<file path="config.mk">
export PLATFORM = sky130hd
export DESIGN_NAME = obj_scan
export DESIGN_NICKNAME = d
export VERILOG_FILES = /design/src/obj_mem_pkg.sv /design/src/obj_types_pkg.sv /design/src/obj_scan.sv
export VERILOG_INCLUDE_DIRS = /design/src
export SDC_FILE = /design/constraint.sdc
export NUM_CORES = 1
export LEC_CHECK = 0
export BUFFER_PORTS_ARGS = -buffer_cell sky130_fd_sc_hd__buf_2
export CORE_ASPECT_RATIO = 1.2
export CORE_MARGIN = 3
export CORE_UTILIZATION = 35
export DETAILED_ROUTE_END_ITERATION = 10
export GPL_ROUTABILITY_DRIVEN = 0
export SLEW_MARGIN = 30
export SYNTH_ARGS = -nofsm -noshare
export SYNTH_HDL_FRONTEND = slang
export SYNTH_SLANG_ARGS = --single-unit
</file>
<file path="constraint.sdc">
create_clock -name clk -period 9.2 [get_ports clk]
set_input_delay 0.92 -clock clk [delete_from_list [all_inputs] [get_ports clk]]
set_output_delay 0.92 -clock clk [all_outputs]
set_load 0.01 [all_outputs]
</file>
<file path="src/obj_settings.svh">
// sizes shared by the sprite engine, built for these values only
// CMD_DEPTH must stay a power of two, the drawer queue pointers wrap on it
// graphics addresses are truncated to MEM_AW bits
`ifndef OBJ_SETTINGS_SVH
`define OBJ_SETTINGS_SVH

// table entries walked per line
`define OBJ_COUNT 64

// shared memory word address width
`define MEM_AW 12

// first word of the nibble-packed graphics
`define GFX_BASE 12'h100

// line buffer address, one half holds 512 pixels
`define BUF_AW 9

// drawer queue depth and scanner credit count
`define CMD_DEPTH 4

`endif

</file>
<file path="src/obj_mem_pkg.sv">
// shared memory port types
// cs holds with a stable addr until ok pulses, one access in flight
`include "obj_settings.svh"

package obj_mem_pkg;

    typedef struct packed {
        logic               cs;
        logic [`MEM_AW-1:0] addr;   // word address
    } mem_req_t;

    typedef struct packed {
        logic        ok;    // one-cycle pulse, data valid with it
        logic [31:0] data;
    } mem_rsp_t;

    // who owns the memory port
    typedef enum logic {
        PORT_SCAN,
        PORT_DRAW
    } mem_port_e;

endpackage

</file>
<file path="src/obj_types_pkg.sv">
// sprite table, draw command and pixel formats
// table word fields listed from the msb down, pal sits in the lsbs
package obj_types_pkg;

    // one 32-bit object table word
    typedef struct packed {
        logic [7:0] y;      // top line of the sprite
        logic [8:0] x;      // left pixel
        logic [9:0] code;   // graphics tile
        logic       hflip;
        logic [3:0] pal;
    } obj_attr_t;

    // what the scanner hands to the drawer
    typedef struct packed {
        logic [9:0] code;
        logic [3:0] row;    // line inside the 16-line sprite
        logic [8:0] x;
        logic       hflip;
        logic [3:0] pal;
    } draw_cmd_t;

    // line buffer entry, color 0 is transparent
    typedef struct packed {
        logic [3:0] pal;
        logic [3:0] color;
    } pixel_t;

    typedef enum logic [2:0] {
        SCAN_IDLE,
        SCAN_READ,
        SCAN_CHECK,
        SCAN_SEND,
        SCAN_DONE
    } scan_state_e;

    typedef enum logic [1:0] {
        DRAW_IDLE,
        DRAW_FETCH0,
        DRAW_FETCH1,
        DRAW_PAINT
    } draw_state_e;

endpackage

</file>
<file path="src/obj_scan.sv">
// walks the object table once per line and sends hits to the drawer
// an entry hits when target line minus y, mod 256, is below 16
// sends only with credit, credits reload to CMD_DEPTH at hs
`timescale 1ns/1ps
`include "obj_settings.svh"

module obj_scan (
    input  logic                     clk,
    input  logic                     rst,
    input  logic                     hs,
    input  logic [7:0]               line,
    output obj_mem_pkg::mem_req_t    mem_req,
    input  obj_mem_pkg::mem_rsp_t    mem_rsp,
    output logic                     cmd_valid,
    output obj_types_pkg::draw_cmd_t cmd,
    input  logic                     credit
);
    import obj_types_pkg::*;

    localparam int IW   = $clog2(`OBJ_COUNT);
    localparam int CNTW = $clog2(`CMD_DEPTH + 1);

    scan_state_e     st;
    logic [IW-1:0]   idx;       // table entry being looked at
    logic [7:0]      target;    // line being prepared
    obj_attr_t       attr;
    logic [CNTW-1:0] credits;
    logic            drop;      // in-flight read from before hs, ignore its data
    logic [7:0]      dy;
    logic            hit;
    logic            last;
    logic            send;

    assign dy   = target - attr.y;      // wraps past 255 on purpose
    assign hit  = dy < 8'd16;
    assign last = idx == IW'(`OBJ_COUNT - 1);
    assign send = st == SCAN_SEND && credits != '0 && !hs;

    // send and credit in the same cycle cancel out
    always_ff @(posedge clk) begin
        if (rst || hs) begin
            credits <= CNTW'(`CMD_DEPTH);   // drawer queue is emptied at hs
        end else begin
            credits <= credits + CNTW'(credit) - CNTW'(send);
        end
    end

    always_ff @(posedge clk) begin
        if (rst) begin
            st        <= SCAN_IDLE;
            idx       <= '0;
            target    <= '0;
            drop      <= 1'b0;
            mem_req   <= '0;
            cmd_valid <= 1'b0;
        end else begin
            cmd_valid <= 1'b0;
            if (mem_rsp.ok) begin
                mem_req.cs <= 1'b0;
                drop       <= 1'b0;
            end
            if (hs) begin
                st     <= SCAN_READ;
                idx    <= '0;
                target <= line + 8'd1;
                drop   <= mem_req.cs & ~mem_rsp.ok;    // let the old access finish
            end else begin
                case (st)
                    SCAN_READ: begin
                        if (!mem_req.cs) begin
                            mem_req.cs   <= 1'b1;
                            mem_req.addr <= `MEM_AW'(idx);
                        end else if (mem_rsp.ok && !drop) begin
                            attr <= obj_attr_t'(mem_rsp.data);
                            st   <= SCAN_CHECK;
                        end
                    end
                    SCAN_CHECK: begin
                        if (hit) begin
                            st <= SCAN_SEND;
                        end else if (last) begin
                            st <= SCAN_DONE;
                        end else begin
                            idx <= idx + IW'(1);
                            st  <= SCAN_READ;
                        end
                    end
                    SCAN_SEND: begin
                        if (send) begin   // otherwise wait for a credit
                            cmd_valid <= 1'b1;
                            cmd <= '{code: attr.code, row: dy[3:0], x: attr.x,
                                     hflip: attr.hflip, pal: attr.pal};
                            if (last) begin
                                st <= SCAN_DONE;
                            end else begin
                                idx <= idx + IW'(1);
                                st  <= SCAN_READ;
                            end
                        end
                    end
                    SCAN_IDLE, SCAN_DONE: st <= st;   // wait for hs
                    default: st <= SCAN_IDLE;
                endcase
            end
        end
    end

    a_credit_max: assert property (@(posedge clk) disable iff (rst)
        credits <= CNTW'(`CMD_DEPTH));

endmodule

</file>
==> run metrics <==
synth warn 0; CTS sink count 89; hold endpoint cmd[18]$_DFFE_PP_; largest net degree at the start of global routing 29; Post-synth EDFFs 60; vias in the first global route 2184; initial antenna violation count 0; r2r startpoint target[0]$_SDFFE_PP0P_; critical path's largest stage delay 0.67 ns; total CTS buffers 9; dominant cell by count in the synthesized netlist edfxtp_1; clock root buffer master clkbuf_16; clock-pin slew on the worst setup and hold paths 0.07 ns; global-route wire length before repair 10600 um; CTS Hold Bufs 0; CP endpoint kind flip-flop; required time of the worst setup path 9.44 ns; die area 11400 um^2; Final Max Slew Viols 0; crit path DAT 3.12 ns; post-DR vias/cell 4.69; Peak VDD IR 0.0756 mV; hold path depth 0; initial detailed-routing violation count 97; Vias 2277; PD cells 187 nW/um^2; library cells used by synthesis 42; Max-slew headroom 47.2%; Ports 87; Remaining DRCs 0; Skew-Pair Late Insertion Delay 0.33 ns; Hold Crit Class flip-flop to flip-flop; Die X 98.0 um; register bit count reported by yosys 89; setup TNS 0 ns; Leak 0.00173 uW; fin nets 415; top_reg_cell synth edfxtp_1; Synth async-reset ratio 0%; grt total ovfl 0; Placement Cell Area 4070 um^2; Port Buffers 80; Final Setup Violations 0; fin crit period 2.87 ns; effective utilization at floorplan 36.6%; Post-Layout Inst Area 4360 um^2; Tcrit/Tclk final 31.2%; cell area after synthesis 3550 um^2; DIE HEIGHT 116 um; Post-CTS Resized 0; gr usage total 12.1%; DRT Pass-1 Iters 4; CP Cell Sequence inv_1 -> ha_1 -> inv_1 -> fa_1 -> a211oi_2 -> or4b_1 -> nand4_1 -> a31oi_1 -> a21boi_1 -> a31oi_1 -> a311oi_1; mean area per synthesized cell 13.0 um^2; WS Path Type flip-flop to flip-flop; Worst Skew 0.00883 ns; core box area 9710 um^2; net switching power 180 uW; Layout area overhead 22.6%; CTS tree yes; Gate Count Post-Synth 273; Post-synth top cells 60 x edfxtp_1, 31 x nor2_1, 29 x dfxtp_1, 15 x inv_1, 13 x nand2_1; max_cap viols 0; Pint 633 uW; RR Endpoint idx[4]$_SDFFE_PP0P_; slowest library cell on the worst path a21boi_1; Sequential Power Share 53.1%; Hold Violations, Final 0; hold_sp attr[5]$_DFFE_PP_; H-tree depth 3; worst reg2reg setup slack 6.33 ns; outcome completed; buffers plus inverters on the worst setup path 2; fill count 911; post-synth top area share 50.7%; per-cell routed wire length 13.3 um; maximum clock frequency 348 MHz; Antenna diodes 0; fraction of layout cells with a size suffix above 1 29.0%; Comb power frac 5.5%; Post-DP HPWL 4740 um; r2r worst-path depth 11; ranking of synthesized cells by area edfxtp_1 51%, dfxtp_1 16%, ha_1 3.9%, nor2_1 3.3%, mux2i_1 2.5%; switch share 22.1%; Cell Rows 39; startpoint class of the critical path flip-flop; critical path depth in cells 11; RSZ-0062 raised after global routing no; Synth area leader edfxtp_1; clock buffer depth 2; post-CTS setup buffer count 0; CP delay by family, top compound AO/OA/AOI/OAI gates; Clk pwr share 41.3%; WL final 6460 um; register area share after synthesis 67.0%; antenna-violating nets left 0; Max FO, Critical Path 11; worst slew pin tran 0.790 ns
==> layout make-up <==
class / instances / area, um^2 / area share, %
inverters: 15 / 56.3 / 1.29
well taps: 123 / 154 / 3.53
clock buffers: 9 / 225 / 5.17
flip-flops and latches: 89 / 2380 / 54.7
repair buffers: 82 / 415 / 9.53
clock inverters: 7 / 52.6 / 1.21
multi-input cells: 160 / 1070 / 24.6
==> logic make-up after synthesis <==
group	synth area share [%]
DFF	67.0
and+or+nand+nor	11.4
AOI/OAI and AO/OA	7.08
buffers and inverters	3.84
adders and majority gates	5.00
xor gates and xnor gates	2.96
muxes	2.54
other	0.106
==> cells in the final DEF, fill, tap and decap left out, types with 2 or more instances in the layout <==
cell type   instances
a211oi_1            8
a21oi_1             7
a31oi_1             4
a41o_1              2
and3_1              5
buf_2              80
buf_4               2
clkbuf_16           9
clkinvlp_4          3
conb_1              6
dfxtp_1            29
edfxtp_1           60
fa_1                2
ha_1               11
inv_1              15
inv_6               3
mux2i_1             9
nand2_1            13
nand2b_1            3
nand3_1            10
nand4_1             4
nor2_1             31
nor3_1              7
nor3_2              2
o211ai_1            2
o21ai_0             5
or2_2               2
xnor2_1             4
xor2_1              8
==> registers in the layout (all words and copies together), names as in the netlist <==
register and count:
attr 32, cmd_valid 1, cmd 28, credits 3, drop 1, mem_req 7, idx 6, st 3
target 8
==> how the worst max path moves through the flow <==
| stage | startpoint | end | slack (ns) |
|---|---|---|---|
| 3_5_place_dp | hs | attr[14]$_DFFE_PP_ | 6.17 |
| 6_report | target[0]$_SDFFE_PP0P_ | idx[4]$_SDFFE_PP0P_ | 6.33 |
| 2_1_floorplan | rst | attr[0]$_DFFE_PP_ | 4.89 |
| 5_1_grt | target[0]$_SDFFE_PP0P_ | idx[4]$_SDFFE_PP0P_ | 6.03 |
| 3_3_place_gp | hs | attr[18]$_DFFE_PP_ | 6.23 |
| 4_1_cts | target[0]$_SDFFE_PP0P_ | idx[4]$_SDFFE_PP0P_ | 6.33 |
==> metrics by stage <==
step	cells	hold WS (ns)	total power (uW)	worst slack, ns	util (%)
3_3_place_gp	469	0.403	485	6.23	41.9
5_1_grt	485	0.423	848	6.03	44.9
6_report	485	0.418	813	6.33	44.9
2_1_floorplan	278	0.400	470	4.89	-
4_1_cts	485	0.419	825	6.33	44.8
3_5_place_dp	469	0.405	486	6.17	41.9
==> power groups by stage <==
stage | combinational (uW) | sequential, uW | clock, uW
after global routing | 51.8 | 432 | 364
after detailed placement | 45.1 | 441 | 0
final | 45.1 | 432 | 336
after global placement | 44.3 | 441 | 0
after floorplan | 30.4 | 440 | 0
after CTS | 45.3 | 432 | 348
==> worst reg2reg max path: stages, from the launching register on <==
cell	delay, ns
dfxtp_1	0.34
inv_1	0.05
ha_1	0.19
inv_1	0.07
fa_1	0.24
a211oi_2	0.12
or4b_1	0.51
nand4_1	0.10
a31oi_1	0.06
a21boi_1	0.67
a31oi_1	0.17
a311oi_1	0.25
==> metal layers <==
| layer | global-route usage (%) | routed length (um) |
|---|---|---|
| met2 | 18.1 | 2860 |
| met4 | 7.76 | 187 |
| met3 | 2.93 | 421 |
| met1 | 15.8 | 3000 |
| met5 | 0 | 0 |
(Power assumes the default switching activity.)
