$ cat config.mk
export PLATFORM = sky130hd
export DESIGN_NAME = obj_mem_arb
export DESIGN_NICKNAME = d
export VERILOG_FILES = /design/src/obj_mem_pkg.sv /design/src/obj_mem_arb.sv
export VERILOG_INCLUDE_DIRS = /design/src
export SDC_FILE = /design/constraint.sdc
export NUM_CORES = 1
export LEC_CHECK = 0
export ABC_AREA = 0
export BUFFER_PORTS_ARGS = -buffer_cell sky130_fd_sc_hd__buf_4
export CAP_MARGIN = 15
export CORE_MARGIN = 2
export CORE_UTILIZATION = 27
export CTS_CLUSTER_DIAMETER = 80
export DETAILED_ROUTE_END_ITERATION = 8
export PLACE_DENSITY = 0.81
export SLEW_MARGIN = 20
export SYNTH_ARGS = -nofsm -noshare
export SYNTH_HDL_FRONTEND = slang
export SYNTH_SLANG_ARGS = --single-unit
export TNS_END_PERCENT = 100
$ cat constraint.sdc
create_clock -name clk -period 1.93 [get_ports clk]
set_input_delay 0.386 -clock clk [delete_from_list [all_inputs] [get_ports clk]]
set_output_delay 0.386 -clock clk [all_outputs]
set_load 0.01 [all_outputs]
$ cat src/obj_settings.svh
// sizes shared by the sprite engine, built for these values only
// CMD_DEPTH must stay a power of two, the drawer queue pointers wrap on it
// graphics addresses are truncated to MEM_AW bits
`ifndef OBJ_SETTINGS_SVH
`define OBJ_SETTINGS_SVH

// table entries walked per line
`define OBJ_COUNT 64

// shared memory word address width
`define MEM_AW 12

// first word of the nibble-packed graphics
`define GFX_BASE 12'h100

// line buffer address, one half holds 512 pixels
`define BUF_AW 9

// drawer queue depth and scanner credit count
`define CMD_DEPTH 4

`endif

$ cat src/obj_mem_pkg.sv
// shared memory port types
// cs holds with a stable addr until ok pulses, one access in flight
`include "obj_settings.svh"

package obj_mem_pkg;

    typedef struct packed {
        logic               cs;
        logic [`MEM_AW-1:0] addr;   // word address
    } mem_req_t;

    typedef struct packed {
        logic        ok;    // one-cycle pulse, data valid with it
        logic [31:0] data;
    } mem_rsp_t;

    // who owns the memory port
    typedef enum logic {
        PORT_SCAN,
        PORT_DRAW
    } mem_port_e;

endpackage

$ cat src/obj_mem_arb.sv
// round-robin share of one memory port between scanner and drawer
// a request is forwarded in the cycle it is granted, owner held until ok
// peers must drop cs the cycle after their ok
`timescale 1ns/1ps

module obj_mem_arb (
    input  logic                  clk,
    input  logic                  rst,
    input  obj_mem_pkg::mem_req_t scan_req,
    input  obj_mem_pkg::mem_req_t draw_req,
    output obj_mem_pkg::mem_rsp_t scan_rsp,
    output obj_mem_pkg::mem_rsp_t draw_rsp,
    output obj_mem_pkg::mem_req_t mem_req,
    input  obj_mem_pkg::mem_rsp_t mem_rsp
);
    import obj_mem_pkg::*;

    mem_port_e owner;       // valid while busy
    mem_port_e pick;        // candidate when idle
    mem_port_e sel;         // peer connected right now
    logic      busy;
    logic      last_draw;   // drawer was served last
    logic      any_req;

    assign any_req = scan_req.cs | draw_req.cs;

    always_comb begin
        if (scan_req.cs && draw_req.cs) begin
            pick = last_draw ? PORT_SCAN : PORT_DRAW;   // the one not served last
        end else if (draw_req.cs) begin
            pick = PORT_DRAW;
        end else begin
            pick = PORT_SCAN;
        end
    end

    assign sel     = busy ? owner : pick;
    assign mem_req = (sel == PORT_DRAW) ? draw_req : scan_req;

    // data fans out, ok only to the connected peer
    assign scan_rsp = '{ok: mem_rsp.ok && sel == PORT_SCAN, data: mem_rsp.data};
    assign draw_rsp = '{ok: mem_rsp.ok && sel == PORT_DRAW, data: mem_rsp.data};

    always_ff @(posedge clk) begin
        if (rst) begin
            busy      <= 1'b0;
            owner     <= PORT_SCAN;
            last_draw <= 1'b0;
        end else begin
            if (mem_rsp.ok) begin
                busy <= 1'b0;   // release, next grant may follow at once
            end else if (!busy && any_req) begin
                busy  <= 1'b1;
                owner <= pick;
            end
            if (!busy && any_req) last_draw <= (pick == PORT_DRAW);
        end
    end

    // the owner keeps cs up with the same addr until its ok
    a_owner_holds: assert property (@(posedge clk) disable iff (rst)
        busy |-> mem_req.cs && $stable(mem_req.addr));

    // memory only answers an access that is still being requested
    a_ok_live: assert property (@(posedge clk) disable iff (rst)
        mem_rsp.ok |-> mem_req.cs);

endmodule

==> results of run 1 <==
## repair_timing
action	4_1_cts	5_1_grt
resized for setup	3	3
endpoints found under the setup margin	12	12
hold buffers	0	0
pin swaps	0	0
## sequential cells by signal, indices dropped and copies added (netlist names)
register,flops
busy,1
last_draw,1
owner,1
## kinds of logic (layout without fill, tap and decap cells)
logic type      Yosys count  in the layout  synth area share
compound gates            5              5            0.0484
buf+inv                  65             50             0.614
simple gates              9              9            0.0641
mux                      14             14             0.198
flops                     3              3            0.0750
## cell usage after synthesis
library cell,instances
mux2i_2,1
or2b_1,2
a311oi_1,1
and2b_1,1
buf_6,1
mux2i_1,1
nor2_1,3
dfxtp_1,3
mux2_2,12
a21boi_2,1
a21oi_1,2
nor3_1,2
a2bb2oi_1,1
buf_4,64
and2_2,1
## layer usage
layer  share of wire  wire length, um  up-vias  GRT usage
li1                -                -      217          -
met1            0.30              589      213      0.101
met2            0.52             1010       61      0.165
met3            0.15              296       14     0.0505
met4           0.026               51        0     0.0764
met5               0                0        -          0
## layout make-up
cell class | instances | area [sq um] | area share
repair buffers | 46 | 349 | 0.471
flip-flops and latches | 3 | 65.1 | 0.0878
clock buffers | 4 | 26.3 | 0.0355
multi-input cells | 28 | 262 | 0.353
well taps | 31 | 38.8 | 0.0524
## power by group
part           total (mW)  switching (mW)  internal [mW]
Combinational       0.185          0.0661          0.119
Clock               0.109          0.0313         0.0774
Sequential         0.0734         0.00668         0.0667
Total               0.367           0.104          0.263
## stage by stage
stage | setup WS [ns] | util | power [mW] | hold slack [ns] | TNS, ns
finish | 0.0450 | 0.266 | 0.367 | 0.335 | 0
global route | -0.0111 | 0.266 | 0.392 | 0.328 | -0.0706
CTS | 0.00938 | 0.261 | 0.371 | 0.320 | 0
detailed placement | 0.0265 | 0.249 | 0.254 | 0.540 | 0
global placement | 0.0498 | 0.249 | 0.250 | 0.523 | 0
floorplan | 0.205 | - | 0.286 | 0.458 | 0
## worst max-delay path: cells and delay by family (launching register included)
family | cells | cell delay, ns
buffers and inverters | 2 | 0.31
flip-flops | 1 | 0.38
multiplexers | 2 | 0.58
## path summary, 6_finish.rpt
kind / cells past startpoint / end / slack (ns)
setup / recovery: 4 / mem_req[0] / 0.05
hold / removal: 2 / busy / 0.33
setup reg to reg: 3 / last_draw / 0.95
hold reg to reg: 2 / last_draw / 0.56
==> impl_metrics.tcl, run 1 <==
set metrics [dict create \
    io_pins 140 \
    hpwl_mm 1.63 \
    layout_common_cells "buf_4 (45), mux2_2 (11), nor2_1 (3), clkbuf_4 (3)" \
    fin_crit_sh 0.977 \
    cts_made_buffers 3 \
    worstHoldPathType "input port to register" \
    cts_tree "done" \
    wire_per_inst_um 17.4 \
    clk_latency_ns 0.23 \
    rsz0062_at_grt "true" \
    drv_slew 0 \
    critPathKind "register to primary output" \
    core_area_sq_mm 0.00278 \
    min_period_ns 1.88 \
    grt_pass1_vias 503 \
    final-hold-violation-count 0 \
    worstMarginPinSlew_ns 0.220 \
    num-nets-final 143 \
    place_inst 108 \
    fmax_mhz 531 \
    root_buffer "clkbuf_4" \
    ctsLongestPathBuffers 2 \
    slowest_delay_ns 0.38 \
    antenna_left 0 \
    r2r_start "busy" \
    die_w_um 58.5 \
    grt_first_pass_wirelength_mm 2.65 \
    power.leakage_nw 0.360 \
    yosysSeqAreaShare 0.0750 \
    start_util 0.288 \
    clock_skew_ns 0.00187 \
    cp-startpoint "busy" \
    cellPowerDensity_mw_per_mm2 496 \
    final_common_cell "buf_4" \
    grt_remaining_overflow 0 \
    die_h_um 58.5 \
    die_area_sq_mm 0.00342 \
    cts_sinks 3 \
    syn_avg_cell_area_sq_um 8.34 \
    n_fill_cell 296 \
    post-synth-top-area-cell "buf_4" \
    htreeDepth 1 \
    synth_area_leaders "buf_4 (60%), mux2_2 (17%), dfxtp_1 (7.5%)" \
    fin_cells 112 \
    critPathMaxFanout 6 \
    clkTransAtPathRegs_ns 0.03 \
    placed_area_sq_um 693 \
    cp_slowest_cell "dfxtp_4" \
    drc 0 \
    vdd_drop_max_uv 228 \
    rows 19 \
    setup.worst_path.start_class "register" \
    antenna_found_initial 0 \
    crit_required_ns 1.54 \
    firstDrtPassIters 4 \
    drv_cap 0 \
    grt_max_degree 11 \
    vias 505 \
    globalRouteTotalUtil 0.103 \
    syn_to_final_growth_pct -7.50 \
    yosysTopAreaCellShare 0.600 \
    end_kind "primary output" \
    ys_ff_latch 3 \
    cts_setup_buffers 0 \
    syn_nets 157 \
    crit_path_frequent_cell "buf_4" \
    antenna_cells 0 \
    postSynthCellCount 96 \
    synth.distinct_cells 15 \
    design_area_sq_um 741 \
    syn-cell-area_sq_um 801 \
    yosys_warnings 0 \
    slew_headroom 0.853 \
    place.gp.congestion 0.734 \
    viasPerCell 4.51 \
    layout-drive-gt1-share 0.815 \
    hold_start "rst" \
    io_buffers 43 \
    cp_cell_sequence "mux2i_4, buf_4, mux2_2, buf_4" \
    status "finished, final reports clean" \
    wirelength_mm 1.95 \
    dr.first_iter.drc_count 22 \
    setup_viol 0 \
    crit_arrival_ns 1.50 \
]
Power figures use the tool's default switching activity.
==> run 2, diff against run 1 <==
Settings changed: CORE_UTILIZATION 27 to 24, PLACE_DENSITY 0.81 to 0.76.
Clock period 1.93 ns to 1.69 ns, I/O delays scaled along.
==> run 2 against run 1 <==
Against the previous run:
- the flow now finishes with violations (negative setup slack)
- clock power increased by 12%
- setup slack worse by 0.14 ns
- final cell count is 14% higher
- clock skew decreased by 0.00057 ns
- final area is 19% higher
- count of clock-buffer cells in the layout did not move
- largest power group unchanged
- highest routed layer unchanged
==> impl_metrics.tcl, run 2 (synthesis gave the netlist of run 1 again) <==
set metrics [dict create \
    status "finished with violations" \
    violations "negative setup slack" \
    die_w_um 61.8 \
    grt_remaining_overflow 0 \
    cts_sinks 3 \
    io_buffers 43 \
    crit_arrival_ns 1.44 \
    cts_made_buffers 3 \
    clk_latency_ns 0.23 \
    globalRouteTotalUtil 0.0967 \
    setup_viol 13 \
    start_util 0.258 \
    wirelength_mm 1.79 \
    cts_hold_buf 0 \
    root_buffer "clkbuf_4" \
    n_fill_cell 349 \
    syn_to_final_growth_pct 10.2 \
    slew_headroom 0.828 \
    fin_crit_sh 1.05 \
    layout_common_cells "buf_4 (32), buf_6 (17), mux2_4 (12)" \
    place_inst 123 \
    clock_skew_ns 0.00130 \
    final_common_cell "buf_4" \
    antenna_cells 0 \
    cellPowerDensity_mw_per_mm2 536 \
    vdd_drop_max_uv 127 \
    top_regs "busy (1), last_draw (1), owner (1)" \
    dr.first_iter.drc_count 42 \
    drv_slew 0 \
    die_h_um 61.8 \
    clkTransAtPathRegs_ns 0.04 \
    grt_first_pass_wirelength_mm 2.61 \
    drc 0 \
    rows 20 \
    grt_pass1_vias 548 \
    placed_area_sq_um 737 \
    vias 513 \
    worstMarginPinSlew_ns 0.257 \
    htreeDepth 1 \
    met1_length_um 462 \
    tns_ns -1.12 \
    p_total_mw 0.472 \
    place.gp.congestion 0.674 \
    min_period_ns 1.78 \
    rsz0062_at_grt "true" \
    fin_cells 128 \
    end_kind "primary output" \
    antenna_found_initial 0 \
    layout-drive-gt1-share 0.821 \
    final-hold-violation-count 0 \
    worstHoldPathType "input port to register" \
    antenna_left 0 \
    critPathKind "register to primary output" \
    hpwl_mm 1.36 \
    crit_required_ns 1.35 \
    num-nets-final 146 \
    viasPerCell 4.01 \
    critPathMaxFanout 7 \
    power.leakage_nw 0.445 \
    wl_met3_um 333 \
    drv_cap 0 \
    wire_per_inst_um 14.0 \
    met2WireLength_um 942 \
    die_area_sq_mm 0.00381 \
    layout_setup_ws_ns -0.0923 \
    pre_cts_slack_ns -0.130 \
    setup.worst_path.start_class "register" \
    core_area_sq_mm 0.00310 \
    firstDrtPassIters 2 \
    design_area_sq_um 882 \
    fmax_mhz 561 \
    io_pins 140 \
    grt_max_degree 8 \
    ctsLongestPathBuffers 2 \
    top_layer "met4" \
    cts_tree "done" \
]
[run 2: path summary, 6_finish.rpt]
check / start / to / slack (ns) / cells past startpoint
min: rst / last_draw / 0.28 / 2
max reg2reg: busy / owner / 0.59 / 4
min reg2reg: last_draw / last_draw / 0.51 / 2
max: busy / mem_req[5] / -0.09 / 4
[run 2: critical path, cell delays in order, from the launching register on]
cell	delay (ns)
dfxtp_4	0.35
mux2i_4	0.25
buf_6	0.18
mux2_4	0.31
buf_6	0.12
[run 2: area by class of cell]
| cell class | count | area [sq um] | share of cell area |
|---|---|---|---|
| sequential | 3 | 65.1 | 0.0738 |
| timing repair buffer | 49 | 432 | 0.489 |
| multi-input combinational | 28 | 304 | 0.345 |
| clock buffer | 4 | 26.3 | 0.0298 |
| tap | 44 | 55.1 | 0.0624 |
[run 2: metrics by stage]
stage / util / hold slack, ns
2_1_floorplan: - / 0.410
3_3_place_gp: 0.238 / 0.522
3_5_place_dp: 0.238 / 0.524
4_1_cts: 0.296 / 0.271
5_1_grt: 0.284 / 0.272
6_report: 0.284 / 0.278
[run 2: report_power, final]
group | leakage [nW] | switching (mW) | internal [mW]
Clock | 0.0150 | 0.0336 | 0.0883
Combinational | 0.405 | 0.0882 | 0.180
Sequential | 0.0258 | 0.00591 | 0.0761
Total | 0.445 | 0.128 | 0.345
[run 2: repair_timing]
item,in CTS,in global routing
setup buffers,2,0
setup endpoints to repair,14,14
pin swaps,0,2
resized for setup,32,3
gates cloned,1,0
[run 2: per-layer routing]
layer / vias up / track usage
li1: 222 / -
met1: 220 / 0.0925
met2: 65 / 0.158
met3: 6 / 0.0414
met4: 0 / 0.0851
met5: - / 0
==> run 3, diff against run 2 <==
Settings changed: REMOVE_ABC_BUFFERS set to 1, SETUP_SLACK_MARGIN set to 0.5.
==> run 3 against run 2 <==
Against the previous run:
- the flow still finishes with violations (negative setup slack)
- global-route usage is 12 points higher
- total power is 4.8% higher
- via count is 22% higher
- final area is 3.0% higher
- die area stayed put
- routed wire length is 140% higher
- sequential share of layout area is 0.20 points higher
- count of clock-buffer cells in the layout stayed put
- critical endpoint unchanged
==> impl_metrics.tcl, run 3 (synthesis gave the netlist of run 1 again) <==
set metrics [dict create \
    cp-startpoint "busy" \
    syn_to_final_growth_pct 13.4 \
    r2r_start "busy" \
    crit_required_ns 1.35 \
    root_buffer "clkbuf_4" \
    critPathMaxFanout 7 \
    path_buf_inv 2 \
    grt_remaining_overflow 0 \
    antenna_cells 0 \
    timing.hold.ws_ns 0.282 \
    min_period_ns 1.87 \
    setup_viol 13 \
    antenna_left 0 \
    wirelength_mm 4.25 \
    clk_latency_ns 0.24 \
    worstHoldPathType "input port to register" \
    die_w_um 61.8 \
    cp_slowest_cell "dfxtp_4" \
    io_buffers 43 \
    firstDrtPassIters 4 \
    cts_tree "done" \
    core_area_sq_mm 0.00310 \
    pwr-share-comb 0.572 \
    start_util 0.258 \
    place_inst 122 \
    clock_skew_ns 0.00387 \
    power.leakage_nw 0.457 \
    slowest_delay_ns 0.36 \
    antenna_found_initial 0 \
    rows 20 \
    place.gp.congestion 0.878 \
    worstMarginPinSlew_ns 0.245 \
    dr.first_iter.drc_count 27 \
    end_kind "primary output" \
    slew_headroom 0.833 \
    status "finished with violations" \
    drv_cap 0 \
    final-hold-violation-count 0 \
    fmax_mhz 535 \
    power.share.clock 0.263 \
    cp_cell_sequence "mux2i_4, clkbuf_16, mux2_4, buf_6" \
    cellPowerDensity_mw_per_mm2 545 \
    drv_slew 0 \
    grt_max_degree 8 \
    globalRouteTotalUtil 0.219 \
    switching_share 0.286 \
    fin_util 0.293 \
    ctsLongestPathBuffers 2 \
    hpwl_mm 3.53 \
    cts_hold_buf 0 \
    viasPerCell 4.88 \
    hold_start "rst" \
    layout_setup_ws_ns -0.179 \
    htreeDepth 1 \
    p_sw_mw 0.142 \
    fin_crit_sh 1.11 \
    critical-path-top-delay-family "multiplexers" \
    cts_made_buffers 3 \
    die_h_um 61.8 \
    fin_cells 128 \
    setup.worst_path.start_class "register" \
    layout_common_cells "buf_4 (32), buf_6 (15), mux2_4 (12)" \
    clkTransAtPathRegs_ns 0.04 \
    vdd_drop_max_uv 156 \
    wire_per_inst_um 33.2 \
    rsz0062_at_grt "true" \
    grt_pass1_vias 698 \
    crit_arrival_ns 1.53 \
    cts_sinks 3 \
    seq_power_share 0.165 \
    drc 0 \
    num-nets-final 146 \
    die_area_sq_mm 0.00381 \
    layout-drive-gt1-share 0.833 \
    critPathKind "register to primary output" \
    top_regs "busy (1), last_draw (1), owner (1)" \
    grt_first_pass_wirelength_mm 5.32 \
    violations "negative setup slack" \
    r2r_setup_slack_ns 0.62 \
    final_common_cell "buf_4" \
    vias 625 \
    intPower_mw 0.353 \
    io_pins 140 \
]
[run 3: repair_timing]
item                                    CTS  global route
gates resized for setup                  34             2
cloned                                    1             0
setup buffers                             1             0
pin swaps                                 2             0
endpoints found under the setup margin   15            15
[run 3: layout make-up]
class                   instances  area (sq um)
clock buffers                   4          26.3
well taps                      44          55.1
multi-input cells              28           304
fillers                       335          2190
repair buffers                 49           454
flip-flops and latches          3          68.8
[run 3: worst reg2reg max path: cells and delay by family (launching register included)]
| kind | cells | cell delay, ns |
|---|---|---|
| buffers and inverters | 1 | 0.15 |
| DFF | 1 | 0.35 |
| AOI/OAI and AO/OA | 2 | 0.33 |
| and+or+nand+nor | 1 | 0.13 |
[run 3: metal layers]
layer | global-route usage | up-vias | wire length [um]
met1 | 0.164 | 267 | 1100
met4 | 0.0456 | 0 | 44
met3 | 0.253 | 4 | 1250
li1 | - | 223 | -
met2 | 0.370 | 131 | 1860
met5 | 0 | - | 0
[run 3: power by group through the flow]
| stage | logic (mW) | registers [mW] | clock network (mW) |
|---|---|---|---|
| after floorplan | 0.0842 | 0.0820 | 0 |
| after global placement | 0.213 | 0.0820 | 0 |
| after detailed placement | 0.214 | 0.0822 | 0 |
| after CTS | 0.288 | 0.0824 | 0.132 |
| after global routing | 0.299 | 0.0824 | 0.144 |
| final | 0.283 | 0.0818 | 0.130 |
[run 3: per-stage QoR]
stage	power [mW]	setup TNS (ns)	cell area [sq um]	setup WS, ns
floorplan	0.166	-0.703	309	-0.0586
detailed placement	0.296	-1.44	729	-0.130
finish	0.495	-1.94	908	-0.179
global route	0.526	-2.68	908	-0.234
CTS	0.502	-2.56	908	-0.216
global placement	0.295	-1.44	729	-0.135
[run 3: worst paths after layout]
kind	depth (start not counted)	to
setup / recovery	4	mem_req[5]
setup reg to reg	4	owner
hold / removal	2	owner
hold reg to reg	2	last_draw
