**src/obj_settings.svh**
```systemverilog
// sizes shared by the sprite engine, built for these values only
// CMD_DEPTH must stay a power of two, the drawer queue pointers wrap on it
// graphics addresses are truncated to MEM_AW bits
`ifndef OBJ_SETTINGS_SVH
`define OBJ_SETTINGS_SVH

// table entries walked per line
`define OBJ_COUNT 64

// shared memory word address width
`define MEM_AW 12

// first word of the nibble-packed graphics
`define GFX_BASE 12'h100

// line buffer address, one half holds 512 pixels
`define BUF_AW 9

// drawer queue depth and scanner credit count
`define CMD_DEPTH 4

`endif

```
**src/obj_mem_pkg.sv**
```systemverilog
// shared memory port types
// cs holds with a stable addr until ok pulses, one access in flight
`include "obj_settings.svh"

package obj_mem_pkg;

    typedef struct packed {
        logic               cs;
        logic [`MEM_AW-1:0] addr;   // word address
    } mem_req_t;

    typedef struct packed {
        logic        ok;    // one-cycle pulse, data valid with it
        logic [31:0] data;
    } mem_rsp_t;

    // who owns the memory port
    typedef enum logic {
        PORT_SCAN,
        PORT_DRAW
    } mem_port_e;

endpackage

```
**src/obj_types_pkg.sv**
```systemverilog
// sprite table, draw command and pixel formats
// table word fields listed from the msb down, pal sits in the lsbs
package obj_types_pkg;

    // one 32-bit object table word
    typedef struct packed {
        logic [7:0] y;      // top line of the sprite
        logic [8:0] x;      // left pixel
        logic [9:0] code;   // graphics tile
        logic       hflip;
        logic [3:0] pal;
    } obj_attr_t;

    // what the scanner hands to the drawer
    typedef struct packed {
        logic [9:0] code;
        logic [3:0] row;    // line inside the 16-line sprite
        logic [8:0] x;
        logic       hflip;
        logic [3:0] pal;
    } draw_cmd_t;

    // line buffer entry, color 0 is transparent
    typedef struct packed {
        logic [3:0] pal;
        logic [3:0] color;
    } pixel_t;

    typedef enum logic [2:0] {
        SCAN_IDLE,
        SCAN_READ,
        SCAN_CHECK,
        SCAN_SEND,
        SCAN_DONE
    } scan_state_e;

    typedef enum logic [1:0] {
        DRAW_IDLE,
        DRAW_FETCH0,
        DRAW_FETCH1,
        DRAW_PAINT
    } draw_state_e;

endpackage

```
**src/obj_draw.sv**
```systemverilog
// queues draw commands and paints one 16-pixel sprite row at a time
// two memory words per row, nibble-packed, lowest nibble is the leftmost pixel
// old-wins: a pixel is written only over a transparent one
// hs flushes the queue and abandons the sprite in progress
`timescale 1ns/1ps
`include "obj_settings.svh"

module obj_draw (
    input  logic                     clk,
    input  logic                     rst,
    input  logic                     hs,
    input  logic                     cmd_valid,
    input  obj_types_pkg::draw_cmd_t cmd,
    output logic                     credit,
    output obj_mem_pkg::mem_req_t    mem_req,
    input  obj_mem_pkg::mem_rsp_t    mem_rsp,
    output logic                     wr_en,
    output logic [`BUF_AW-1:0]       wr_addr,
    output obj_types_pkg::pixel_t    wr_data,
    input  obj_types_pkg::pixel_t    old_data
);
    import obj_types_pkg::*;

    localparam int QW = $clog2(`CMD_DEPTH);
    localparam int CW = $clog2(`CMD_DEPTH + 1);

    draw_cmd_t          q [`CMD_DEPTH];
    logic [QW-1:0]      wp;
    logic [QW-1:0]      rp;
    logic [CW-1:0]      cnt;
    logic               push;
    logic               pop;
    draw_state_e        st;
    draw_cmd_t          w;          // command being drawn
    logic [63:0]        gfx;        // whole row, pixel i at bits 4i
    logic [3:0]         step;
    logic [3:0]         pix;
    logic [3:0]         nib;
    logic               drop;       // stale read left over from before hs
    logic [`MEM_AW-1:0] row_addr;

    assign push = cmd_valid & ~hs;
    assign pop  = st == DRAW_IDLE && cnt != '0 && !hs;

    // base + code*32 + row*2 + half
    assign row_addr = `GFX_BASE + `MEM_AW'({w.code, w.row, st == DRAW_FETCH1});

    assign pix     = w.hflip ? 4'd15 - step : step;
    assign nib     = gfx[{pix, 2'b00} +: 4];
    assign wr_addr = w.x + `BUF_AW'(step);    // wraps at 512
    assign wr_data = '{pal: w.pal, color: nib};
    assign wr_en   = st == DRAW_PAINT && nib != 4'd0 && old_data.color == 4'd0 && !hs;

    always_ff @(posedge clk) begin
        if (push) q[wp] <= cmd;
    end

    always_ff @(posedge clk) begin
        if (rst || hs) begin
            wp  <= '0;
            rp  <= '0;
            cnt <= '0;
        end else begin
            if (push) wp <= wp + QW'(1);
            if (pop) rp <= rp + QW'(1);
            cnt <= cnt + CW'(push) - CW'(pop);
        end
    end

    always_ff @(posedge clk) begin
        if (rst) begin
            st      <= DRAW_IDLE;
            mem_req <= '0;
            drop    <= 1'b0;
            credit  <= 1'b0;
            step    <= '0;
        end else begin
            credit <= pop;  // one credit per popped command
            if (mem_rsp.ok) begin
                mem_req.cs <= 1'b0;
                drop       <= 1'b0;
            end
            if (hs) begin
                st   <= DRAW_IDLE;
                drop <= mem_req.cs & ~mem_rsp.ok;
            end else begin
                case (st)
                    DRAW_IDLE: begin
                        if (pop) begin
                            w  <= q[rp];    // latched, the queue slot is free again
                            st <= DRAW_FETCH0;
                        end
                    end
                    DRAW_FETCH0, DRAW_FETCH1: begin
                        if (!mem_req.cs) begin
                            mem_req.cs   <= 1'b1;
                            mem_req.addr <= row_addr;
                        end else if (mem_rsp.ok && !drop) begin
                            if (st == DRAW_FETCH0) begin
                                gfx[31:0] <= mem_rsp.data;   // pixels 0-7
                                st        <= DRAW_FETCH1;
                            end else begin
                                gfx[63:32] <= mem_rsp.data;  // pixels 8-15
                                step       <= '0;
                                st         <= DRAW_PAINT;
                            end
                        end
                    end
                    DRAW_PAINT: begin
                        step <= step + 4'd1;
                        if (step == 4'd15) st <= DRAW_IDLE;
                    end
                    default: st <= DRAW_IDLE;
                endcase
            end
        end
    end

    // scanner credits keep the queue from filling past its depth
    a_no_overflow: assert property (@(posedge clk) disable iff (rst)
        push |-> cnt < CW'(`CMD_DEPTH));

endmodule

```
**config.mk**
```make
export PLATFORM = sky130hd
export DESIGN_NAME = obj_draw
export DESIGN_NICKNAME = d
export VERILOG_FILES = /design/src/obj_mem_pkg.sv /design/src/obj_types_pkg.sv /design/src/obj_draw.sv
export VERILOG_INCLUDE_DIRS = /design/src
export SDC_FILE = /design/constraint.sdc
export NUM_CORES = 1
export LEC_CHECK = 0
export BUFFER_PORTS_ARGS = -buffer_cell sky130_fd_sc_hd__buf_2
export CAP_MARGIN = 20
export CORE_MARGIN = 1
export CORE_UTILIZATION = 30
export CTS_BUF_LIST = sky130_fd_sc_hd__clkbuf_16
export CTS_CLUSTER_DIAMETER = 120
export DETAILED_ROUTE_END_ITERATION = 16
export HOLD_SLACK_MARGIN = 0.02
export PLACE_DENSITY_LB_ADDON = 0.15
export SLEW_MARGIN = 30
export SYNTH_ARGS = -nofsm -noshare
export SYNTH_HDL_FRONTEND = slang
export SYNTH_SLANG_ARGS = --single-unit
```
**constraint.sdc**
```tcl
create_clock -name clk -period 2.9 [get_ports clk]
set_clock_uncertainty 0.15 [all_clocks]
set_input_delay 0.58 -clock clk [delete_from_list [all_inputs] [get_ports clk]]
set_output_delay 0.58 -clock clk [all_outputs]
set_load 0.03 [all_outputs]
```
==> summary.md, run 1 <==
| Metric | Value |
|---|---|
| Max-Slew Margin vs Limit | 0.5959 |
| Reg-to-reg slack, setup | 0.30 ns |
| WL/cell | between 15 and 20 um |
| Final Wtd Congestion | slightly above 0.8 |
| Clock transition at path regs | ~0.06 ns |
| Worst ir drop on vdd | 456.2 uV |
| Synth Area in Adders | 0.02779 |
| Largest family of logic cells by synthesized area | multiplexers |
| Share of cells above drive strength 1 | 0.3488 |
| Post-DP HPWL | about 14000 um |
| Crit share post-route | 1.143 |
| Setup violators final | 10 |
| RSZ-0062 raised after global routing | true |
| Pwr Density | 623.9 nW/um^2 |
| Root Buffer | clkbuf_16 |
| CP endpoint kind | output pin |
| Initial Util | 0.3061 |
| Final min period | 3.314 ns |
| Mux cell area share after synthesis | 0.1002 |
| Max Freq | 301.7 MHz |
| Largest net degree at the start of global routing | 33 |
| PnR Total Power | 7.110 mW |
| Row cnt | 63 |
| Post-synthesis sequential area ratio | 0.6857 |
| Failing checks | setup timing |
| DRC | 0 |
| Synthesized flop and latch total | about 220 |
| Area Growth Syn to Fin | 25.30% |
| Min-Delay Path Class | input port to flip-flop |
| Syn Std Cell Area | approximately 9000 sq um |
| WP data arrival | ~2.6 ns |
| Ports | between 100 and 150 |
| Kind of critical path | flip-flop to output pin |
| Sw Pwr | 1.436 mW |
| Final Non-Filler Cells | 1125 |
| Syn_nets | approximately 660 |
| Hold path startpoint | mem_rsp[32] |
| Worst Tran Pin Value | about 0.61 ns |
| CTS Buf Count | 27 |
| Final worst slack | -0.4143 ns |
| Cell count of the worst hold path | 2 |
| Comb power frac | 0.034 |
| Post-Synth XOR/XNOR Area | 0.01747 |
| Die Area | 31020 sq um |
| Cells after Synth | 571 |
| Nets | 805 |
| Switch share | 0.2019 |
| First-pass GRT wire length | 32700 um |
| Run status | complete, but fails checks |
| Avg Inst Size Synth | 15.93 sq um |
| Core Region | 29720 sq um |
| Compound-Gate Fraction of Synth Area | 0.07621 |
| Startpoint Class | flip-flop |
| Critical Path Start | w[4]$_DFFE_PP_ |
| Area share of the largest cell type after synthesis | 0.6240 |
| Synth unique cells | 56 |
| CTS tree | done |
| Initial drt markers | between 200 and 300 |
| CTS Buffer Depth | 3 |
| Hold Buf Count CTS | 0 |
| Initial antenna violation count | 3 |
| WHS | 0.06838 ns |
| Die width | around 180 um |
| Via-to-Cell Ratio | about 4.8 |
| Maxcap violations | 0 |
| Most frequent cell after synthesis | edfxtp_1 |
| Crit Path Max Fanout | 26 |
| DR pass1 iterations | 5 |
| WP data required | around 2.2 ns |
| Lkg Pwr | ~4 nW |
| Clock sink count | between 200 and 250 |
| Clock latency on the worst-skew pair | around 0.55 ns |
| Clock Power Share | 0.481 |
| Synth area leaders | edfxtp_1 62%, mux4_2 8.7%, dfxtp_1 6.2% |
| DR vias | 5423 |
| Total wire length | 21140 um |
| Most frequent cells after synthesis | 189 x edfxtp_1, 39 x nand2_1, 35 x mux4_2, 35 x nor2_1, 28 x dfxtp_1 |
| Gr usage total | 0.1386 |
| I/O Buffers | 97 |
| Grt total ovfl | 0 |
| Via count of the first global-routing pass | approximately 5800 |
| Post-synth ARST share | 0 |
| Post-route ant nets | 0 |
| Placed insts | approximately 1100 |
| Yosys warning total | 0 |
| Area leader, netlist | edfxtp_1 |
| Internal | 5.675 mW |
| R2r worst-path depth | 12 |
| H-tree Lvls | 1 |
| Synth Area in Simple Gates | 0.06232 |
| Final Hold Viols | 0 |
| Final max-slew violation count | 0 |
| Sequential Power Share | 0.485 |
| Primary FF master, synth | edfxtp_1 |
| Die height | 176.1 um |
| Post-synth EDFFs | ~190 |
| FF-to-FF Start | st[0]$_SDFFE_PP0P_ |
-- logic make-up (layout without fill, tap and decap cells) --
| family | count (synthesis) | after routing |
|---|---|---|
| xor gates and xnor gates | 16 | 16 |
| AOI/OAI and AO/OA | 99 | 99 |
| adders and majority gates | 19 | 19 |
| DFF | 217 | 217 |
| other | 0 | 1 |
| and+or+nand+nor | 122 | 122 |
| buffers and inverters | 51 | 214 |
| muxes | 47 | 47 |
-- state kept, by name, indices dropped and copies added (netlist names) --
register	count
q	100
gfx	64
w	21
mem_req	13
step	4
wr_data	4
cnt	3
rp	2
st	2
wp	2
credit	1
drop	1
-- path summary, 6_finish.rpt --
kind	end
worst max-delay path	wr_en
worst max register to register	cnt[2]$_SDFF_PP0_
worst min-delay path	drop$_SDFFE_PP0P_
worst min register to register	mem_req[9]$_SDFFE_PP0P_
-- what timing repair did --
item | CTS | global route
buffers inserted | 10 | 1
cloned | 1 | 0
endpoints found under the hold margin | 0 | 0
gates resized for setup | 24 | 20
pin swaps | 10 | 6
setup endpoints to repair | 11 | 11
-- layer usage --
metal | share of wire | track usage | vias up
met5 | 0.00080 | 0.006410 | -
met4 | 0.024 | 0.03986 | 2
met3 | 0.070 | 0.03833 | 39
met2 | 0.50 | 0.2449 | 153
met1 | 0.41 | 0.1628 | 2705
li1 | - | - | 2524
-- layout make-up --
class | instances | area [sq um]
sequential | 217 | 6246
inverter | 15 | 56.30
clock buffer | 27 | 675.6
fill | 2786 | 18320
antenna | 1 | 2.502
clock inverter | 23 | 244.0
multi-input combinational | 303 | 2705
timing repair buffer | 149 | 978.4
tap | 390 | 488.0
-- worst max-delay path, cell delays in order, from the launching register on --
cell and delay, ns:
edfxtp_1 0.41, buf_12 0.19, xnor2_4 0.21, buf_4 0.14
mux2i_1 0.06, nand3_1 0.08, o311ai_0 0.10, or3_1 0.34
o211a_1 0.16, a21oi_2 0.16, buf_6 0.15
-- cells in the final DEF, fill, tap and decap left out, types with 12 or more instances in the layout --
cell	netlist	layout
a21oi_1	21	19
dfxtp_1	28	24
mux4_2	35	35
nand2_1	39	38
clkbuf_16	0	27
o21ai_0	14	12
buf_2	11	90
inv_1	13	15
buf_4	5	49
edfxtp_1	189	189
nor2_1	35	34
ha_1	17	15
-- power groups by stage --
| stage | Combinational, mW | Sequential, mW | Clock, mW |
|---|---|---|---|
| detailed placement | 0.243 | 3.52 | 0 |
| finish | 0.242 | 3.45 | 3.42 |
| floorplan | 0.120 | 3.52 | 0 |
| CTS | 0.247 | 3.45 | 3.52 |
| global route | 0.268 | 3.45 | 3.63 |
| global placement | 0.230 | 3.51 | 0 |
-- metrics by stage --
stage	TNS [ns]	instance area (sq um)	util	setup slack, ns
finish	-1.822	11400	0.3835	-0.4143
global route	-3.399	11390	0.3834	-0.5561
CTS	-2.497	11310	0.3806	-0.4841
detailed placement	-0.002830	10200	0.3433	-0.002830
global placement	0	10200	0.3433	0.01985
floorplan	0	9106	-	0.07982
(Power assumes the default switching activity.)
==> run 2: changes to the inputs <==
SKIP_LAST_GASP = 1   (was unset)
==> summary.md, run 2 (synthesis gave the netlist of run 1 again) <==
| Metric | Value |
|---|---|
| Post-route ant nets | 0 (unchanged) |
| DR vias | 5416 (was 5423) |
| Hold Buf Count CTS | 0 (unchanged) |
| Layout Utilization | 0.3833 (was 0.3835) |
| Largest Register | q (unchanged) |
| Die height | 176.1 um (unchanged) |
| RSZ-0062 raised after global routing | true (unchanged) |
| Initial Util | 0.3061 (unchanged) |
| Crit Path Max Fanout | 26 (unchanged) |
| Die Area | 31020 sq um (unchanged) |
| Grt total ovfl | 0 (unchanged) |
| CTS Buffer Depth | 3 (unchanged) |
| WHS | 0.06820 ns (was 0.06838 ns) |
| Largest net degree at the start of global routing | 33 (unchanged) |
| Final Wtd Congestion | 0.8310 (unchanged) |
| Clock sink count | 217 (unchanged) |
| Crit share post-route | 1.146 (was 1.143) |
| Area after DPL | 10200 sq um (unchanged) |
| DRC | 0 (unchanged) |
| Switch share | 0.2018 (was 0.2019) |
| Ports | 105 (unchanged) |
| CTS Buf Count | 27 (unchanged) |
| DR pass1 iterations | 5 (unchanged) |
| Pwr Density | 624.1 nW/um^2 (was 623.9 nW/um^2) |
| Sequential Power Share | 0.485 (about the same) |
| Max-Slew Margin vs Limit | 0.5955 (was 0.5959) |
| Setup violators final | 10 (unchanged) |
| PnR Total Power | 7.108 mW (was 7.110 mW) |
| Core Region | 29720 sq um (unchanged) |
| Initial drt markers | 256 (was 266) |
| Kind of critical path | flip-flop to output pin (unchanged) |
| CTS tree | done (unchanged) |
| Min-Delay Path Class | input port to flip-flop (unchanged) |
| Max reg flops | 100 (unchanged) |
| WP data required | 2.17 ns (about the same) |
| Root Buffer | clkbuf_16 (unchanged) |
| Post-DP HPWL | 13540 um (unchanged) |
| Final Hold Viols | 0 (unchanged) |
| Die width | 176.1 um (unchanged) |
| Via-to-Cell Ratio | 4.814 (was 4.820) |
| Clock transition at path regs | 0.06 ns (about the same) |
| H-tree Lvls | 1 (unchanged) |
| Share of cells above drive strength 1 | 0.3460 (was 0.3488) |
| Placed insts | 1062 (unchanged) |
| Nets | 805 (unchanged) |
| Final Cell Area | 11390 sq um (was 11400 sq um) |
| Initial antenna violation count | 3 (unchanged) |
| Most common cell after layout, fill and taps aside | edfxtp_1 (unchanged) |
| Top flop regs | q (100), gfx (64), w (21) (unchanged) |
| I/O Buffers | 97 (unchanged) |
| Startpoint Class | flip-flop (unchanged) |
| Worst Tran Pin Value | 0.6068 ns (was 0.6062 ns) |
| Worst ir drop on vdd | 453.3 uV (was 456.2 uV) |
| Lkg Pwr | 3.980 nW (about the same) |
| Final Non-Filler Cells | 1125 (unchanged) |
| Failing checks | setup timing (unchanged) |
| Run status | complete, but fails checks (unchanged) |
| Setup TNS | -1.900 ns (was -1.822 ns) |
| Gr usage total | 0.1384 (was 0.1386) |
| Most frequent cells in the layout | 189 x edfxtp_1, 90 x buf_2, 49 x buf_4 (unchanged) |
| Final min period | 3.323 ns (was 3.314 ns) |
| Final max-slew violation count | 0 (unchanged) |
| WL/cell | 18.81 um (was 18.79 um) |
| Comb power frac | 0.034 (about the same) |
| Maxcap violations | 0 (unchanged) |
| Clock Power Share | 0.481 (about the same) |
| Via count of the first global-routing pass | 5787 (unchanged) |
| Total wire length | 21160 um (was 21140 um) |
| Area Growth Syn to Fin | 25.23% (was 25.30%) |
| Clock latency on the worst-skew pair | 0.55 ns (about the same) |
| Pre-CTS WS | -0.002830 ns (unchanged) |
| Row cnt | 63 (unchanged) |
| CP endpoint kind | output pin (unchanged) |
| First-pass GRT wire length | 32670 um (was 32700 um) |
| WP data arrival | 2.59 ns (was 2.58 ns) |
| Sw Pwr | 1.434 mW (was 1.436 mW) |
| Max Freq | 301.0 MHz (was 301.7 MHz) |
| Final worst slack | -0.4226 ns (was -0.4143 ns) |
| Internal | 5.674 mW (was 5.675 mW) |
## run 2: cell types whose count changed in the layout (fill, tap and decap cells not counted)
cell | before | now
mux2i_1 | 9 | 10
mux2i_2 | 1 | 0
o21ai_0 | 12 | 13
o21ai_1 | 4 | 3
or2_1 | 1 | 2
or2_4 | 1 | 0
## run 2: path summary, 6_finish.rpt
path | cells after the start | endpoint | start | slack (ns)
max reg2reg | 12 | cnt[2]$_SDFF_PP0_ | st[0]$_SDFFE_PP0P_ | 0.30
min | 2 | drop$_SDFFE_PP0P_ | mem_rsp[32] | 0.07
min reg2reg | 2 | mem_req[9]$_SDFFE_PP0P_ | mem_req[9]$_SDFFE_PP0P_ | 0.30
max | 9 | wr_en | w[4]$_DFFE_PP_ | -0.42
## run 2: layout make-up
class	count	area [sq um]
diodes	1	2.502
clock buffers	27	675.6
clock inverters	23	244.0
fillers	2789	18330
inverters	15	56.30
multi-input cells	303	2699
flip-flops and latches	217	6246
well taps	390	488.0
repair buffers	149	978.4
## run 2: critical path: stages, from the launching register on
cell      delay (ns)
edfxtp_1        0.41
buf_12          0.19
xnor2_4         0.21
mux2i_1         0.14
a22oi_1         0.19
nor2_1          0.05
or3_1           0.37
o211a_1         0.16
a21oi_2         0.16
buf_6           0.15
## run 2: power groups by stage
stage / Clock, mW / Combinational, mW / Sequential [mW]
after floorplan: 0 / 0.120 / 3.52
after global placement: 0 / 0.230 / 3.51
after detailed placement: 0 / 0.243 / 3.52
after CTS: 3.52 / 0.246 / 3.45
after global routing: 3.63 / 0.267 / 3.45
final: 3.42 / 0.242 / 3.45
## run 2: timing repair
| action | in CTS | in global routing |
|---|---|---|
| setup endpoints to repair | 11 | 11 |
| gates cloned | 1 | 0 |
| setup buffers | 10 | 1 |
| hold endpoints to repair | 0 | 0 |
| pin swaps | 10 | 4 |
| resized for setup | 21 | 21 |
## run 2: layer usage
layer,vias up,track usage,share of wire
met5,-,0.006410,0.00080
met4,2,0.03986,0.024
met3,40,0.03833,0.072
met2,151,0.2449,0.50
met1,2695,0.1624,0.41
li1,2528,-,-
